<file path="src/rx_adapt_defines.svh">
/*
  Size constants for the receive width adapter. Included by the package,
  the symbol interface and every RTL block that sizes a word or a buffer.
*/
`ifndef RX_ADAPT_DEFINES_SVH
`define RX_ADAPT_DEFINES_SVH

// data bits carried by one decoded symbol
`define RX_SYM_BITS 8

// widest word on either side of the adapter, in symbols
`define RX_MAX_SYMS 4

// accumulator capacity in symbols, two full words so that one word can
// drain while the next one lands
`define RX_ACC_DEPTH (2 * `RX_MAX_SYMS)

`endif

</file>
<file path="src/rx_adapt_pkg.sv">
/*
  Shared types for the receive width adapter: the per-symbol status flags,
  the data byte and the symbol count used for configuration and word sizes.
*/
`default_nettype none

`include "rx_adapt_defines.svh"

package rx_adapt_pkg;

  // status flags that travel with every symbol from the 8b/10b decoder
  typedef struct packed {
    logic ctrl;
    logic disp_err;
    logic code_err;
    logic pat_det;
  } rx_status_t;

  // data part of one symbol
  typedef logic [`RX_SYM_BITS-1:0] rx_byte_t;

  // a count of symbols; legal values are 1 to RX_MAX_SYMS, 0 and the
  // values above the maximum mark a bad configuration
  typedef logic [2:0] sym_cnt_t;

endpackage

`default_nettype wire

</file>
<file path="src/sym_word_if.sv">
/*
  Valid/ready link carrying one word of symbols and its symbol count between
  the adapter blocks. The symbol type is a parameter so one link definition
  serves both the data bytes and the status flags.
*/
`timescale 1ns/1ps
`default_nettype none

`include "rx_adapt_defines.svh"

interface sym_word_if #(
  parameter type sym_t = rx_adapt_pkg::rx_byte_t
) ();

  logic                               valid;
  logic                               ready;
  rx_adapt_pkg::sym_cnt_t             cnt;
  // slot 0 holds the oldest symbol of the word
  sym_t [`RX_MAX_SYMS-1:0]            syms;

  // producer keeps valid, cnt and syms steady until ready is seen
  modport producer (
    output valid,
    output cnt,
    output syms,
    input  ready
  );

  modport consumer (
    input  valid,
    input  cnt,
    input  syms,
    output ready
  );

endinterface

`default_nettype wire

</file>
<file path="src/rx_in_port.sv">
/*
  Input side of the width adapter. Acts as a four-phase req/ack slave towards
  the decoder, captures one word into a holding register and offers it to the
  data and status gearboxes at the same time.
*/
`timescale 1ns/1ps
`default_nettype none

`include "rx_adapt_defines.svh"

module rx_in_port (
  input  logic                                          dataout_clk,
  input  logic                                          rst_outclk,
  input  logic                                          in_req,
  output logic                                          in_ack,
  input  rx_adapt_pkg::rx_byte_t   [`RX_MAX_SYMS-1:0]   datain,
  input  rx_adapt_pkg::rx_status_t [`RX_MAX_SYMS-1:0]   statin,
  input  rx_adapt_pkg::sym_cnt_t                        words_in,
  sym_word_if.producer                                  data_link,
  sym_word_if.producer                                  stat_link
);

  // holding means the handshake is done but the word has not left yet
  typedef enum logic [1:0] {
    s_idle,
    s_acked,
    s_holding
  } state_t;

  state_t                                        state_q;
  logic                                          full_q;
  logic                                          capture;
  logic                                          xfer;
  rx_adapt_pkg::rx_byte_t   [`RX_MAX_SYMS-1:0]   data_q;
  rx_adapt_pkg::rx_status_t [`RX_MAX_SYMS-1:0]   stat_q;
  rx_adapt_pkg::sym_cnt_t                        cnt_q;

  // a new request is taken only once the last handshake has closed
  assign capture = (state_q == s_idle) && in_req && !full_q;
  // both gearboxes take the word on the same edge
  assign xfer    = full_q && data_link.ready && stat_link.ready;
  assign in_ack  = (state_q == s_acked);

  always_ff @(posedge dataout_clk or posedge rst_outclk)
  begin
    if (rst_outclk)
    begin
      state_q <= s_idle;
      full_q  <= 1'b0;
    end
    else
    begin
      case (state_q)
        s_idle:
        begin
          if (capture)
            state_q <= s_acked;
        end
        s_acked:
        begin
          if (!in_req)
            state_q <= (full_q && !xfer) ? s_holding : s_idle;
        end
        s_holding:
        begin
          if (xfer)
            state_q <= s_idle;
        end
        default:
          state_q <= s_idle;
      endcase

      if (capture)
        full_q <= 1'b1;
      else if (xfer)
        full_q <= 1'b0;
    end
  end

  always_ff @(posedge dataout_clk)
  begin
    if (capture)
    begin
      data_q <= datain;
      stat_q <= statin;
      cnt_q  <= words_in;
    end
  end

  assign data_link.valid = full_q;
  assign data_link.cnt   = cnt_q;
  assign data_link.syms  = data_q;
  assign stat_link.valid = full_q;
  assign stat_link.cnt   = cnt_q;
  assign stat_link.syms  = stat_q;

  // the source keeps its request up until it has seen the acknowledge
  a_req_until_ack: assert property (@(posedge dataout_clk) disable iff (rst_outclk)
    in_req && !in_ack |=> in_req);

  // both gearboxes run in lockstep, so their readys never disagree
  a_ready_lockstep: assert property (@(posedge dataout_clk) disable iff (rst_outclk)
    data_link.ready == stat_link.ready);

endmodule

`default_nettype wire

</file>
<file path="src/symbol_gearbox.sv">
/*
  Symbol accumulator that repacks words of one symbol count into words of
  another. The symbol type is a parameter; the adapter runs one instance for
  the data bytes and one for the status flags, fed with identical counts.
*/
`timescale 1ns/1ps
`default_nettype none

`include "rx_adapt_defines.svh"

module symbol_gearbox #(
  parameter type sym_t = rx_adapt_pkg::rx_byte_t
) (
  input  logic                   dataout_clk,
  input  logic                   rst_outclk,
  input  rx_adapt_pkg::sym_cnt_t words_out,
  sym_word_if.consumer           in_link,
  sym_word_if.producer           out_link,
  output logic                   cfg_error
);

  localparam int fill_w = $clog2(`RX_ACC_DEPTH + 1);

  sym_t [`RX_ACC_DEPTH-1:0] acc_q;
  sym_t [`RX_ACC_DEPTH-1:0] acc_nxt;
  logic [fill_w-1:0]        fill_q;
  logic [fill_w-1:0]        fill_nxt;
  logic                     accept;
  logic                     emit;
  logic                     room;

  function automatic logic cnt_bad(input rx_adapt_pkg::sym_cnt_t c);
    return (c == '0) || (c > `RX_MAX_SYMS);
  endfunction

  // the input count is only known while a word is offered
  assign cfg_error = cnt_bad(words_out) || (in_link.valid && cnt_bad(in_link.cnt));

  assign room   = (int'(fill_q) + int'(in_link.cnt)) <= `RX_ACC_DEPTH;
  assign in_link.ready  = in_link.valid && !cfg_error && room;
  assign out_link.valid = !cfg_error && (fill_q >= words_out);
  assign out_link.cnt   = words_out;
  // slots at and above words_out are padded downstream
  assign out_link.syms  = acc_q[`RX_MAX_SYMS-1:0];

  assign accept = in_link.valid && in_link.ready;
  assign emit   = out_link.valid && out_link.ready;

  // drop the emitted symbols from the bottom, then append the new word
  // right after whatever is left
  always_comb
  begin
    int shift;
    int base;
    int in_cnt;

    shift  = emit ? int'(words_out) : 0;
    base   = int'(fill_q) - shift;
    in_cnt = accept ? int'(in_link.cnt) : 0;

    for (int k = 0; k < `RX_ACC_DEPTH; k++)
    begin
      if (k + shift < `RX_ACC_DEPTH)
        acc_nxt[k] = acc_q[k + shift];
      else
        acc_nxt[k] = acc_q[k];

      if ((k >= base) && (k < base + in_cnt))
        acc_nxt[k] = in_link.syms[k - base];
    end

    fill_nxt = fill_w'(base + in_cnt);
  end

  always_ff @(posedge dataout_clk or posedge rst_outclk)
  begin
    if (rst_outclk)
      fill_q <= '0;
    else
      fill_q <= fill_nxt;
  end

  always_ff @(posedge dataout_clk)
  begin
    acc_q <= acc_nxt;
  end

  a_fill_bound: assert property (@(posedge dataout_clk) disable iff (rst_outclk)
    fill_q <= `RX_ACC_DEPTH);

  // a stalled output word must not move, even while new words land above it
  for (genvar i = 0; i < `RX_MAX_SYMS; i++)
  begin : g_stall_chk
    a_out_stable: assert property (@(posedge dataout_clk) disable iff (rst_outclk)
      out_link.valid && !out_link.ready |=>
        out_link.valid && ((i >= int'(words_out)) || $stable(out_link.syms[i])));
  end

endmodule

`default_nettype wire

</file>
<file path="src/rx_out_port.sv">
/*
  Output side of the width adapter. Takes one word from both gearboxes on the
  same edge, registers it with unused slots zeroed and presents it through a
  four-phase req/ack master. Also registers the configuration error flag.
*/
`timescale 1ns/1ps
`default_nettype none

`include "rx_adapt_defines.svh"

module rx_out_port (
  input  logic                                          dataout_clk,
  input  logic                                          rst_outclk,
  sym_word_if.consumer                                  data_link,
  sym_word_if.consumer                                  stat_link,
  input  logic                                          cfg_error_data,
  input  logic                                          cfg_error_stat,
  output logic                                          out_req,
  input  logic                                          out_ack,
  output rx_adapt_pkg::rx_byte_t   [`RX_MAX_SYMS-1:0]   dataout,
  output rx_adapt_pkg::rx_status_t [`RX_MAX_SYMS-1:0]   statout,
  output rx_adapt_pkg::sym_cnt_t                        words_valid,
  output logic                                          error
);

  logic take;

  // a new word is pulled only after the sink has closed the last handshake
  assign take = data_link.valid && stat_link.valid && !out_req && !out_ack;
  assign data_link.ready = take;
  assign stat_link.ready = take;

  always_ff @(posedge dataout_clk or posedge rst_outclk)
  begin
    if (rst_outclk)
    begin
      out_req     <= 1'b0;
      words_valid <= '0;
      error       <= 1'b0;
    end
    else
    begin
      if (take)
      begin
        out_req     <= 1'b1;
        words_valid <= data_link.cnt;
      end
      else if (out_req && out_ack)
      begin
        out_req <= 1'b0;
      end
      error <= cfg_error_data | cfg_error_stat;
    end
  end

  // slots beyond the word count go out as zero
  always_ff @(posedge dataout_clk)
  begin
    if (take)
    begin
      for (int i = 0; i < `RX_MAX_SYMS; i++)
      begin
        if (i < int'(data_link.cnt))
        begin
          dataout[i] <= data_link.syms[i];
          statout[i] <= stat_link.syms[i];
        end
        else
        begin
          dataout[i] <= '0;
          statout[i] <= '0;
        end
      end
    end
  end

  // both gearboxes must offer their words together and with the same size
  a_links_aligned: assert property (@(posedge dataout_clk) disable iff (rst_outclk)
    data_link.valid == stat_link.valid &&
    (!data_link.valid || data_link.cnt == stat_link.cnt));

  // the sink answers only a request that is up
  a_ack_needs_req: assert property (@(posedge dataout_clk) disable iff (rst_outclk)
    $rose(out_ack) |-> out_req);

endmodule

`default_nettype wire

</file>
<file path="src/rx_width_adapter.sv">
/*
  Top level of the receive width adapter. Flat decoder-side vectors are
  regrouped per symbol, passed through the input port, two lockstep gearboxes
  and the output port, and flattened again on the way out.
*/
`timescale 1ns/1ps
`default_nettype none

`include "rx_adapt_defines.svh"

module rx_width_adapter (
  input  logic                                      dataout_clk,
  input  logic                                      rst_outclk,
  input  rx_adapt_pkg::sym_cnt_t                    ser_words_in,
  input  rx_adapt_pkg::sym_cnt_t                    ser_words_out,
  input  logic                                      in_req,
  output logic                                      in_ack,
  input  logic [`RX_MAX_SYMS*`RX_SYM_BITS-1:0]      datain,
  input  logic [`RX_MAX_SYMS-1:0]                   datakin,
  input  logic [`RX_MAX_SYMS-1:0]                   disperrin,
  input  logic [`RX_MAX_SYMS-1:0]                   errdetectin,
  input  logic [`RX_MAX_SYMS-1:0]                   patdetin,
  output logic                                      out_req,
  input  logic                                      out_ack,
  output logic [`RX_MAX_SYMS*`RX_SYM_BITS-1:0]      dataout,
  output logic [`RX_MAX_SYMS-1:0]                   datakout,
  output logic [`RX_MAX_SYMS-1:0]                   disperrout,
  output logic [`RX_MAX_SYMS-1:0]                   errdetectout,
  output logic [`RX_MAX_SYMS-1:0]                   patdetout,
  output rx_adapt_pkg::sym_cnt_t                    words_valid,
  output logic                                      error
);

  rx_adapt_pkg::rx_byte_t   [`RX_MAX_SYMS-1:0] datain_syms;
  rx_adapt_pkg::rx_byte_t   [`RX_MAX_SYMS-1:0] dataout_syms;
  rx_adapt_pkg::rx_status_t [`RX_MAX_SYMS-1:0] statin_syms;
  rx_adapt_pkg::rx_status_t [`RX_MAX_SYMS-1:0] statout_syms;
  logic                                        cfg_error_data;
  logic                                        cfg_error_stat;

  sym_word_if #(.sym_t(rx_adapt_pkg::rx_byte_t))   in_data_link ();
  sym_word_if #(.sym_t(rx_adapt_pkg::rx_status_t)) in_stat_link ();
  sym_word_if #(.sym_t(rx_adapt_pkg::rx_byte_t))   out_data_link ();
  sym_word_if #(.sym_t(rx_adapt_pkg::rx_status_t)) out_stat_link ();

  // byte i of the flat bus is symbol i, so the data needs no reordering
  assign datain_syms = datain;
  assign dataout     = dataout_syms;

  for (genvar i = 0; i < `RX_MAX_SYMS; i++)
  begin : g_flags
    assign statin_syms[i] = '{ctrl:     datakin[i],
                              disp_err: disperrin[i],
                              code_err: errdetectin[i],
                              pat_det:  patdetin[i]};
    assign datakout[i]     = statout_syms[i].ctrl;
    assign disperrout[i]   = statout_syms[i].disp_err;
    assign errdetectout[i] = statout_syms[i].code_err;
    assign patdetout[i]    = statout_syms[i].pat_det;
  end

  rx_in_port u_in_port (
    .dataout_clk (dataout_clk),
    .rst_outclk  (rst_outclk),
    .in_req      (in_req),
    .in_ack      (in_ack),
    .datain      (datain_syms),
    .statin      (statin_syms),
    .words_in    (ser_words_in),
    .data_link   (in_data_link),
    .stat_link   (in_stat_link)
  );

  symbol_gearbox #(.sym_t(rx_adapt_pkg::rx_byte_t)) u_data_gearbox (
    .dataout_clk (dataout_clk),
    .rst_outclk  (rst_outclk),
    .words_out   (ser_words_out),
    .in_link     (in_data_link),
    .out_link    (out_data_link),
    .cfg_error   (cfg_error_data)
  );

  symbol_gearbox #(.sym_t(rx_adapt_pkg::rx_status_t)) u_stat_gearbox (
    .dataout_clk (dataout_clk),
    .rst_outclk  (rst_outclk),
    .words_out   (ser_words_out),
    .in_link     (in_stat_link),
    .out_link    (out_stat_link),
    .cfg_error   (cfg_error_stat)
  );

  rx_out_port u_out_port (
    .dataout_clk    (dataout_clk),
    .rst_outclk     (rst_outclk),
    .data_link      (out_data_link),
    .stat_link      (out_stat_link),
    .cfg_error_data (cfg_error_data),
    .cfg_error_stat (cfg_error_stat),
    .out_req        (out_req),
    .out_ack        (out_ack),
    .dataout        (dataout_syms),
    .statout        (statout_syms),
    .words_valid    (words_valid),
    .error          (error)
  );

endmodule

`default_nettype wire

</file>
<file path="config.mk">
export PLATFORM = sky130hd
export DESIGN_NAME = rx_width_adapter
export DESIGN_NICKNAME = d
export VERILOG_FILES = /design/src/rx_adapt_pkg.sv /design/src/sym_word_if.sv /design/src/rx_in_port.sv /design/src/symbol_gearbox.sv /design/src/rx_out_port.sv /design/src/rx_width_adapter.sv
export VERILOG_INCLUDE_DIRS = /design/src
export SDC_FILE = /design/constraint.sdc
export NUM_CORES = 1
export LEC_CHECK = 0
export ABC_AREA = 1
export BUFFER_PORTS_ARGS = -buffer_cell sky130_fd_sc_hd__clkbuf_2
export CORE_MARGIN = 2
export CORE_UTILIZATION = 50
export CTS_CLUSTER_DIAMETER = 200
export DETAILED_ROUTE_END_ITERATION = 16
export PLACE_DENSITY = 0.74
export SYNTH_ARGS = -nofsm -noshare
export SYNTH_HDL_FRONTEND = slang
export SYNTH_HIERARCHICAL = 1
export SYNTH_SLANG_ARGS = --single-unit
</file>
<file path="constraint.sdc">
create_clock -name dataout_clk -period 15.2 [get_ports dataout_clk]
set_input_delay 3.04 -clock dataout_clk [delete_from_list [all_inputs] [get_ports dataout_clk]]
set_output_delay 3.04 -clock dataout_clk [all_outputs]
set_load 0.05 [all_outputs]
</file>
======== After elaboration in Yosys (flattened, before gate mapping) ========
Index checks and enable logic that the tools add are counted.
storage, ports and cells
  flip-flop bits (word level) ............. 211
  output and inout port bits .............. 54
  word-level logic and storage cells ...... 424
cells by class
  add/sub/neg operators ................... 36
  $lt $le $gt $ge ......................... 90
  equality and inequality tests ........... 5
  mux-type cells .......................... 141
  reduce and logical (&&, ||, !) cells .... 64
operators with widths
  operator                                               number
  < comparator 32 x 5 -> 1 bit (second input constant)   32
  < comparator 32 x 4 -> 1 bit (second input constant)   16
  2-to-1 mux 8 bit                                       48
  adder 4 x 32 -> 32 bit (first input constant)          8
  >= comparator 4 x 32 -> 1 bit (first input constant)   8
  < comparator 4 x 32 -> 1 bit (first input constant)    8
  subtractor 4 x 32 -> 32 bit (first input constant)     8
  binary-select mux 8 bit (select 3 bit)                 8
  2-to-1 mux 4 bit                                       48
  adder 3 x 32 -> 32 bit (first input constant)          4
  binary-select mux 8 bit (select 2 bit)                 8
  >= comparator 3 x 32 -> 1 bit (first input constant)   4
  < comparator 3 x 32 -> 1 bit (first input constant)    4
  subtractor 3 x 32 -> 32 bit (first input constant)     4
  binary-select mux 4 bit (select 3 bit)                 8
  adder 2 x 32 -> 32 bit (first input constant)          2
  adder 32 bit                                           2
  binary-select mux 4 bit (select 2 bit)                 8
  >= comparator 1 x 32 -> 1 bit (first input constant)   2
  >= comparator 2 x 32 -> 1 bit (first input constant)   2
  <= comparator 32 x 5 -> 1 bit (second input constant)  2
  < comparator 1 x 32 -> 1 bit (first input constant)    2
  < comparator 2 x 32 -> 1 bit (first input constant)    2
  subtractor 1 x 32 -> 32 bit (first input constant)     2
  22 further kinds                                       96

======== Logic depth before layout (Yosys ltp) ========
  depth in word-level cells ............... 17
  gate-level depth with buffers ........... 36
  gate-level depth less buffers ........... 34

======== By module ========
Netlist, hierarchy kept.
modules (own cells, without submodules)
  module                            times used  cells an instance  area each (sq um)  sequential area each (sq um)
  symbol_gearbox at u_data_gearbox  1           1144               7379.6             1941.9
  symbol_gearbox at u_stat_gearbox  1           655                4321.6             1021.0
  rx_out_port                       1           176                2079.5             1566.5
  rx_in_port                        1           76                 1714.1             1606.5

======== Worst setup path after synthesis ========
OpenSTA, ideal clock, no wires.
  path kind ............................... input to register
  from .................................... input ser_words_out[2]
  to ...................................... register u_data_gearbox.acc_q, in the netlist u_data_gearbox/out_link.syms[24] (enable)
  setup time .............................. 330 ps
  arrival time ............................ 9143 ps
  required time ........................... 14870 ps
  slack ................................... 5728 ps
  stages on the path ...................... 34
  buffers on the path ..................... 5
  path through ............................ inv_1 -> ha_1 -> inv_1 -> nor2_1 -> nand2_1 -> nand3_2 -> inv_2 -> nor2_8 -> buf_2 -> nand2_1 -> inv_1 -> nand2_1 -> inv_1 -> buf_1 -> nand3_1 -> nor2_2 -> inv_2 -> buf_2 -> fa_1 -> clkbuf_1 -> inv_1 -> clkbuf_1 -> fa_1 -> inv_1 -> nand2_1 -> o21ai_0 -> xor2_1 -> inv_2 -> nand2_4 -> nor2_4 -> inv_1 -> nand2_2 -> inv_2 -> or2_1
on the way
  cells in the longest elaborated chain, start to end .. 15
ends and longest elaborated chain
  element                                                                     line                    text
  start, declared                                                             rx_width_adapter.sv:15  input rx_adapt_pkg::sym_cnt_t ser_words_out,
  greater-than comparator 3 bit (no line) or zero test 3 bit (tied branches)  n/a
  logical OR 1 bit                                                            symbol_gearbox.sv:33    return (c == '0) || (c > `RX_MAX_SYMS);
  logical OR 1 bit                                                            symbol_gearbox.sv:37    assign cfg_error = cnt_bad(words_out) || (in_link.valid && cnt_bad(in_link.cnt));
  zero test 1 bit                                                             symbol_gearbox.sv:41    assign out_link.valid = !cfg_error && (fill_q >= words_out);
  logical AND 1 bit (*)                                                       symbol_gearbox.sv:41
  net out_data_link.valid                                                     sym_word_if.sv:15       logic valid;
  logical AND 1 bit (*) (3 in series)                                         rx_out_port.sv:29       assign take = data_link.valid && stat_link.valid && !out_req && !out_ack;
  net out_data_link.ready                                                     sym_word_if.sv:16       logic ready;
  logical AND 1 bit (*)                                                       symbol_gearbox.sv:47    assign emit = out_link.valid && out_link.ready;
  2-to-1 mux 3 bit (*)                                                        symbol_gearbox.sv:57    shift = emit ? int'(words_out) : 0;
  subtractor 5 x 32 -> 32 bit                                                 symbol_gearbox.sv:58    base = int'(fill_q) - shift;
  adder 32 bit                                                                symbol_gearbox.sv:68    if ((k >= base) && (k < base + in_cnt))
  < comparator 3 x 32 -> 1 bit                                                symbol_gearbox.sv:68
  logical AND 1 bit                                                           symbol_gearbox.sv:68
  nonzero test 2 bit (no line) (*)                                            n/a
  end signal, assigned                                                        symbol_gearbox.sv:85    acc_q <= acc_nxt;
  end, declared                                                               symbol_gearbox.sv:24    sym_t [`RX_ACC_DEPTH-1:0] acc_q;
Mark *: on every way through the listed nets, which the timed path passes. The rest lies on a longest branch.
A chain may end at the register's enable or synchronous reset.

======== Worst setup path in the final report ========
  from .................................... input ser_words_out[2]
  to ...................................... register u_data_gearbox/acc_q[32] (netlist name) (enable)
on the way
  cells in the longest elaborated chain, start to end .. 15
ends and longest elaborated chain
  element                                                                     line
  greater-than comparator 3 bit (no line) or zero test 3 bit (tied branches)  n/a
  logical OR 1 bit                                                            symbol_gearbox.sv:33
  logical OR 1 bit                                                            symbol_gearbox.sv:37
  zero test 1 bit                                                             symbol_gearbox.sv:41
  logical AND 1 bit (*)                                                       symbol_gearbox.sv:41
  net out_data_link.valid                                                     sym_word_if.sv:15
  logical AND 1 bit (*) (3 in series)                                         rx_out_port.sv:29
  net out_data_link.ready                                                     sym_word_if.sv:16
  logical AND 1 bit (*)                                                       symbol_gearbox.sv:47
  2-to-1 mux 3 bit (*)                                                        symbol_gearbox.sv:57
  subtractor 5 x 32 -> 32 bit                                                 symbol_gearbox.sv:58
  adder 32 bit                                                                symbol_gearbox.sv:68
  < comparator 4 x 32 -> 1 bit                                                symbol_gearbox.sv:68
  logical AND 1 bit                                                           symbol_gearbox.sv:68
  nonzero test 2 bit (no line) (*)                                            n/a
Marked as above.

==> results.toml <==
[outcome]
status = "finished clean"

[placement]
dpl_cell_area_mm2 = 0.0156
port_buffers = 111
dp.cells = 2417
place_congestion = 0.974
dp.final_hpwl_um = 38700
pre_cts_ws_ns = 4.23

[clock_network]
clockBufferDepth = 3
cts_tree = "done"
postCtsResizedCells = 0
cts_hold_buffers = 0
cts.clk_slew.worst_paths_ns = 0.06
clkLatencyLatePin_ns = 0.54
clock_sinks = 211
numCtsBuffers = 25
cts-root-buf = "clkbuf_16"
htree_levels = 1
cts_setup_buffers = 0

[timing]
layout_setup_ws_ns = 4.59
rsz0062_at_grt = "no"
fin_crit_sh_pct = 69.8
slew_viol_final = 0
fmax_ghz = 0.0942
hold_viol = 0
period_needed_ns = 10.61
clock_skew_ns = 0.00906
slew_headroom_pct = 22.3
tns_ns = 0
tightestPinTransition_ns = 1.16
setup_viol = 0
whs_ns = 0.503

[global_routing]
track_usage_pct = 31.2
grt_pass1_vias = 13300
grt_overflow = 0
grt_max_degree = 96
antenna_found_initial = 0
grt_pass1_wl_um = 78200

[routing]
drt-met1-wl_um = 22700
detail_route.wl_per_cell_um = 20.9
first_iter_violations = 1892
wl_met3_um = 6450
wl_met2_um = 20700
drt-pass1-iter-count = 6
drt-total-wl_um = 51500
num_vias = 14400
top_layer = "met4"
vias_per_cell = 5.86
drc = 0
final_antenna_net_count = 0

[min_path]
min_path_type = "flip-flop to flip-flop"

[floorplan]
ios = 112
initial_core_util_pct = 50.7
fp.dieH_um = 180
num_rows = 64
core_mm2 = 0.0305
die_x_um = 180
die_area_mm2 = 0.0324

[power]
power_frac_seq_pct = 28.3
irDropWorstVdd_v = 0.000150
p_switching_mw = 1.82
clockPowerShare_pct = 18.0
p_sw_share_pct = 49.5
powerDensity_mw_per_mm2 = 222
p_leak_nw = 8.04
total_power_mw = 3.68
p_comb_share_pct = 53.7
intPower_mw = 1.86

[critical_path]
cp.required_ns = 15.41
critPathTopFamily = "buffers and inverters"
critical_path_buf_inv_count = 13
crit_slowest_cell = "fa_1"
crit_fanout = 70
worst_setup_path_start_kind = "input pin"
arrival_ns = 10.82
critical_path.max_stage_delay_ns = 0.92
setup.worst_path.class = "input pin to flip-flop"
crit_top_cell = "inv_1"
endpoint_kind = "flip-flop"

[yosys]
syn_area_mm2 = 0.0155
syn_nets = 2156
synth_cells = 2048
syn_area_per_cell_um2 = 7.55
yosysWarnings = 6

[layout]
fin_util_pct = 54.2
nets = 2156
layout_commonest_cell = "nand2_1"
stdcell_count = 2464
drive_gt1_share_pct = 11.7
design_area_mm2 = 0.0165
n_fill_cell = 2982
synthToLayoutAreaGrowth_pct = 6.87
final_cell_mix = "nand2_1 (525), nand3_1 (493), inv_1 (243)"

[job]
maxCapViolations = 0
[path summary, 6_finish.rpt]
path,from,to,slack (ns),depth (start not counted)
max,ser_words_out[2],u_data_gearbox/acc_q[32],4.59,29
min,u_out_port/words_valid[2],u_out_port/words_valid[2],0.50,2
max reg2reg,u_data_gearbox/fill_q[1],u_data_gearbox/acc_q[32],7.40,25
min reg2reg,u_out_port/words_valid[2],u_out_port/words_valid[2],0.50,2
max in group asynchronous,rst_outclk,u_out_port/words_valid[1],12.45,2
min in group asynchronous,rst_outclk,u_in_port/state_q[0],2.42,2
[sequential cells by signal (all words and copies together) (netlist names)]
signal and count:
u_data_gearbox/fill_q 4, u_in_port/state_q 2, u_data_gearbox/out_link.syms 32, u_out_port/error 1, u_out_port/out_req 1, u_in_port/data_link.valid 1
u_stat_gearbox/fill_q 4, u_in_port/data_link.syms 32, u_out_port/words_valid 3, u_out_port/statout 16, u_stat_gearbox/acc_q 16, u_in_port/stat_link.syms 16
u_data_gearbox/acc_q 32, u_in_port/data_link.cnt 3, u_out_port/dataout 32, u_stat_gearbox/out_link.syms 16
[tightest hold or removal path, cell delays in order, from the launching register on]
cell	delay (ns)
dfrtp_1	0.36
nand2_1	0.06
nand2_1	0.05
[routing by layer]
metal | up-vias | GRT usage [%]
li1 | 6818 | -
met4 | 0 | 9.24
met5 | - | 0
met2 | 829 | 43.4
met1 | 6684 | 46.4
met3 | 96 | 9.70
[final cells by class]
| class | count | area, µm² | area share (%) |
|---|---|---|---|
| antenna | 1 | 2.50 | 0.0151 |
| sequential | 211 | 6140 | 37.1 |
| inverter | 271 | 1020 | 6.19 |
| clock buffer | 29 | 651 | 3.93 |
| timing repair buffer | 120 | 623 | 3.77 |
| clock inverter | 17 | 255 | 1.54 |
| multi-input combinational | 1419 | 7350 | 44.4 |
| tap | 396 | 495 | 3.00 |
[power by group through the flow]
stage          logic [mW]  registers, mW  clock network [mW]
2_1_floorplan        1.41           1.00                   0
3_3_place_gp         1.85           1.05                   0
3_5_place_dp         1.88           1.04                   0
4_1_cts              1.89           1.03               0.673
5_1_grt              2.15           1.05               0.699
6_report             1.97           1.04               0.663
(Power assumes the default switching activity.)
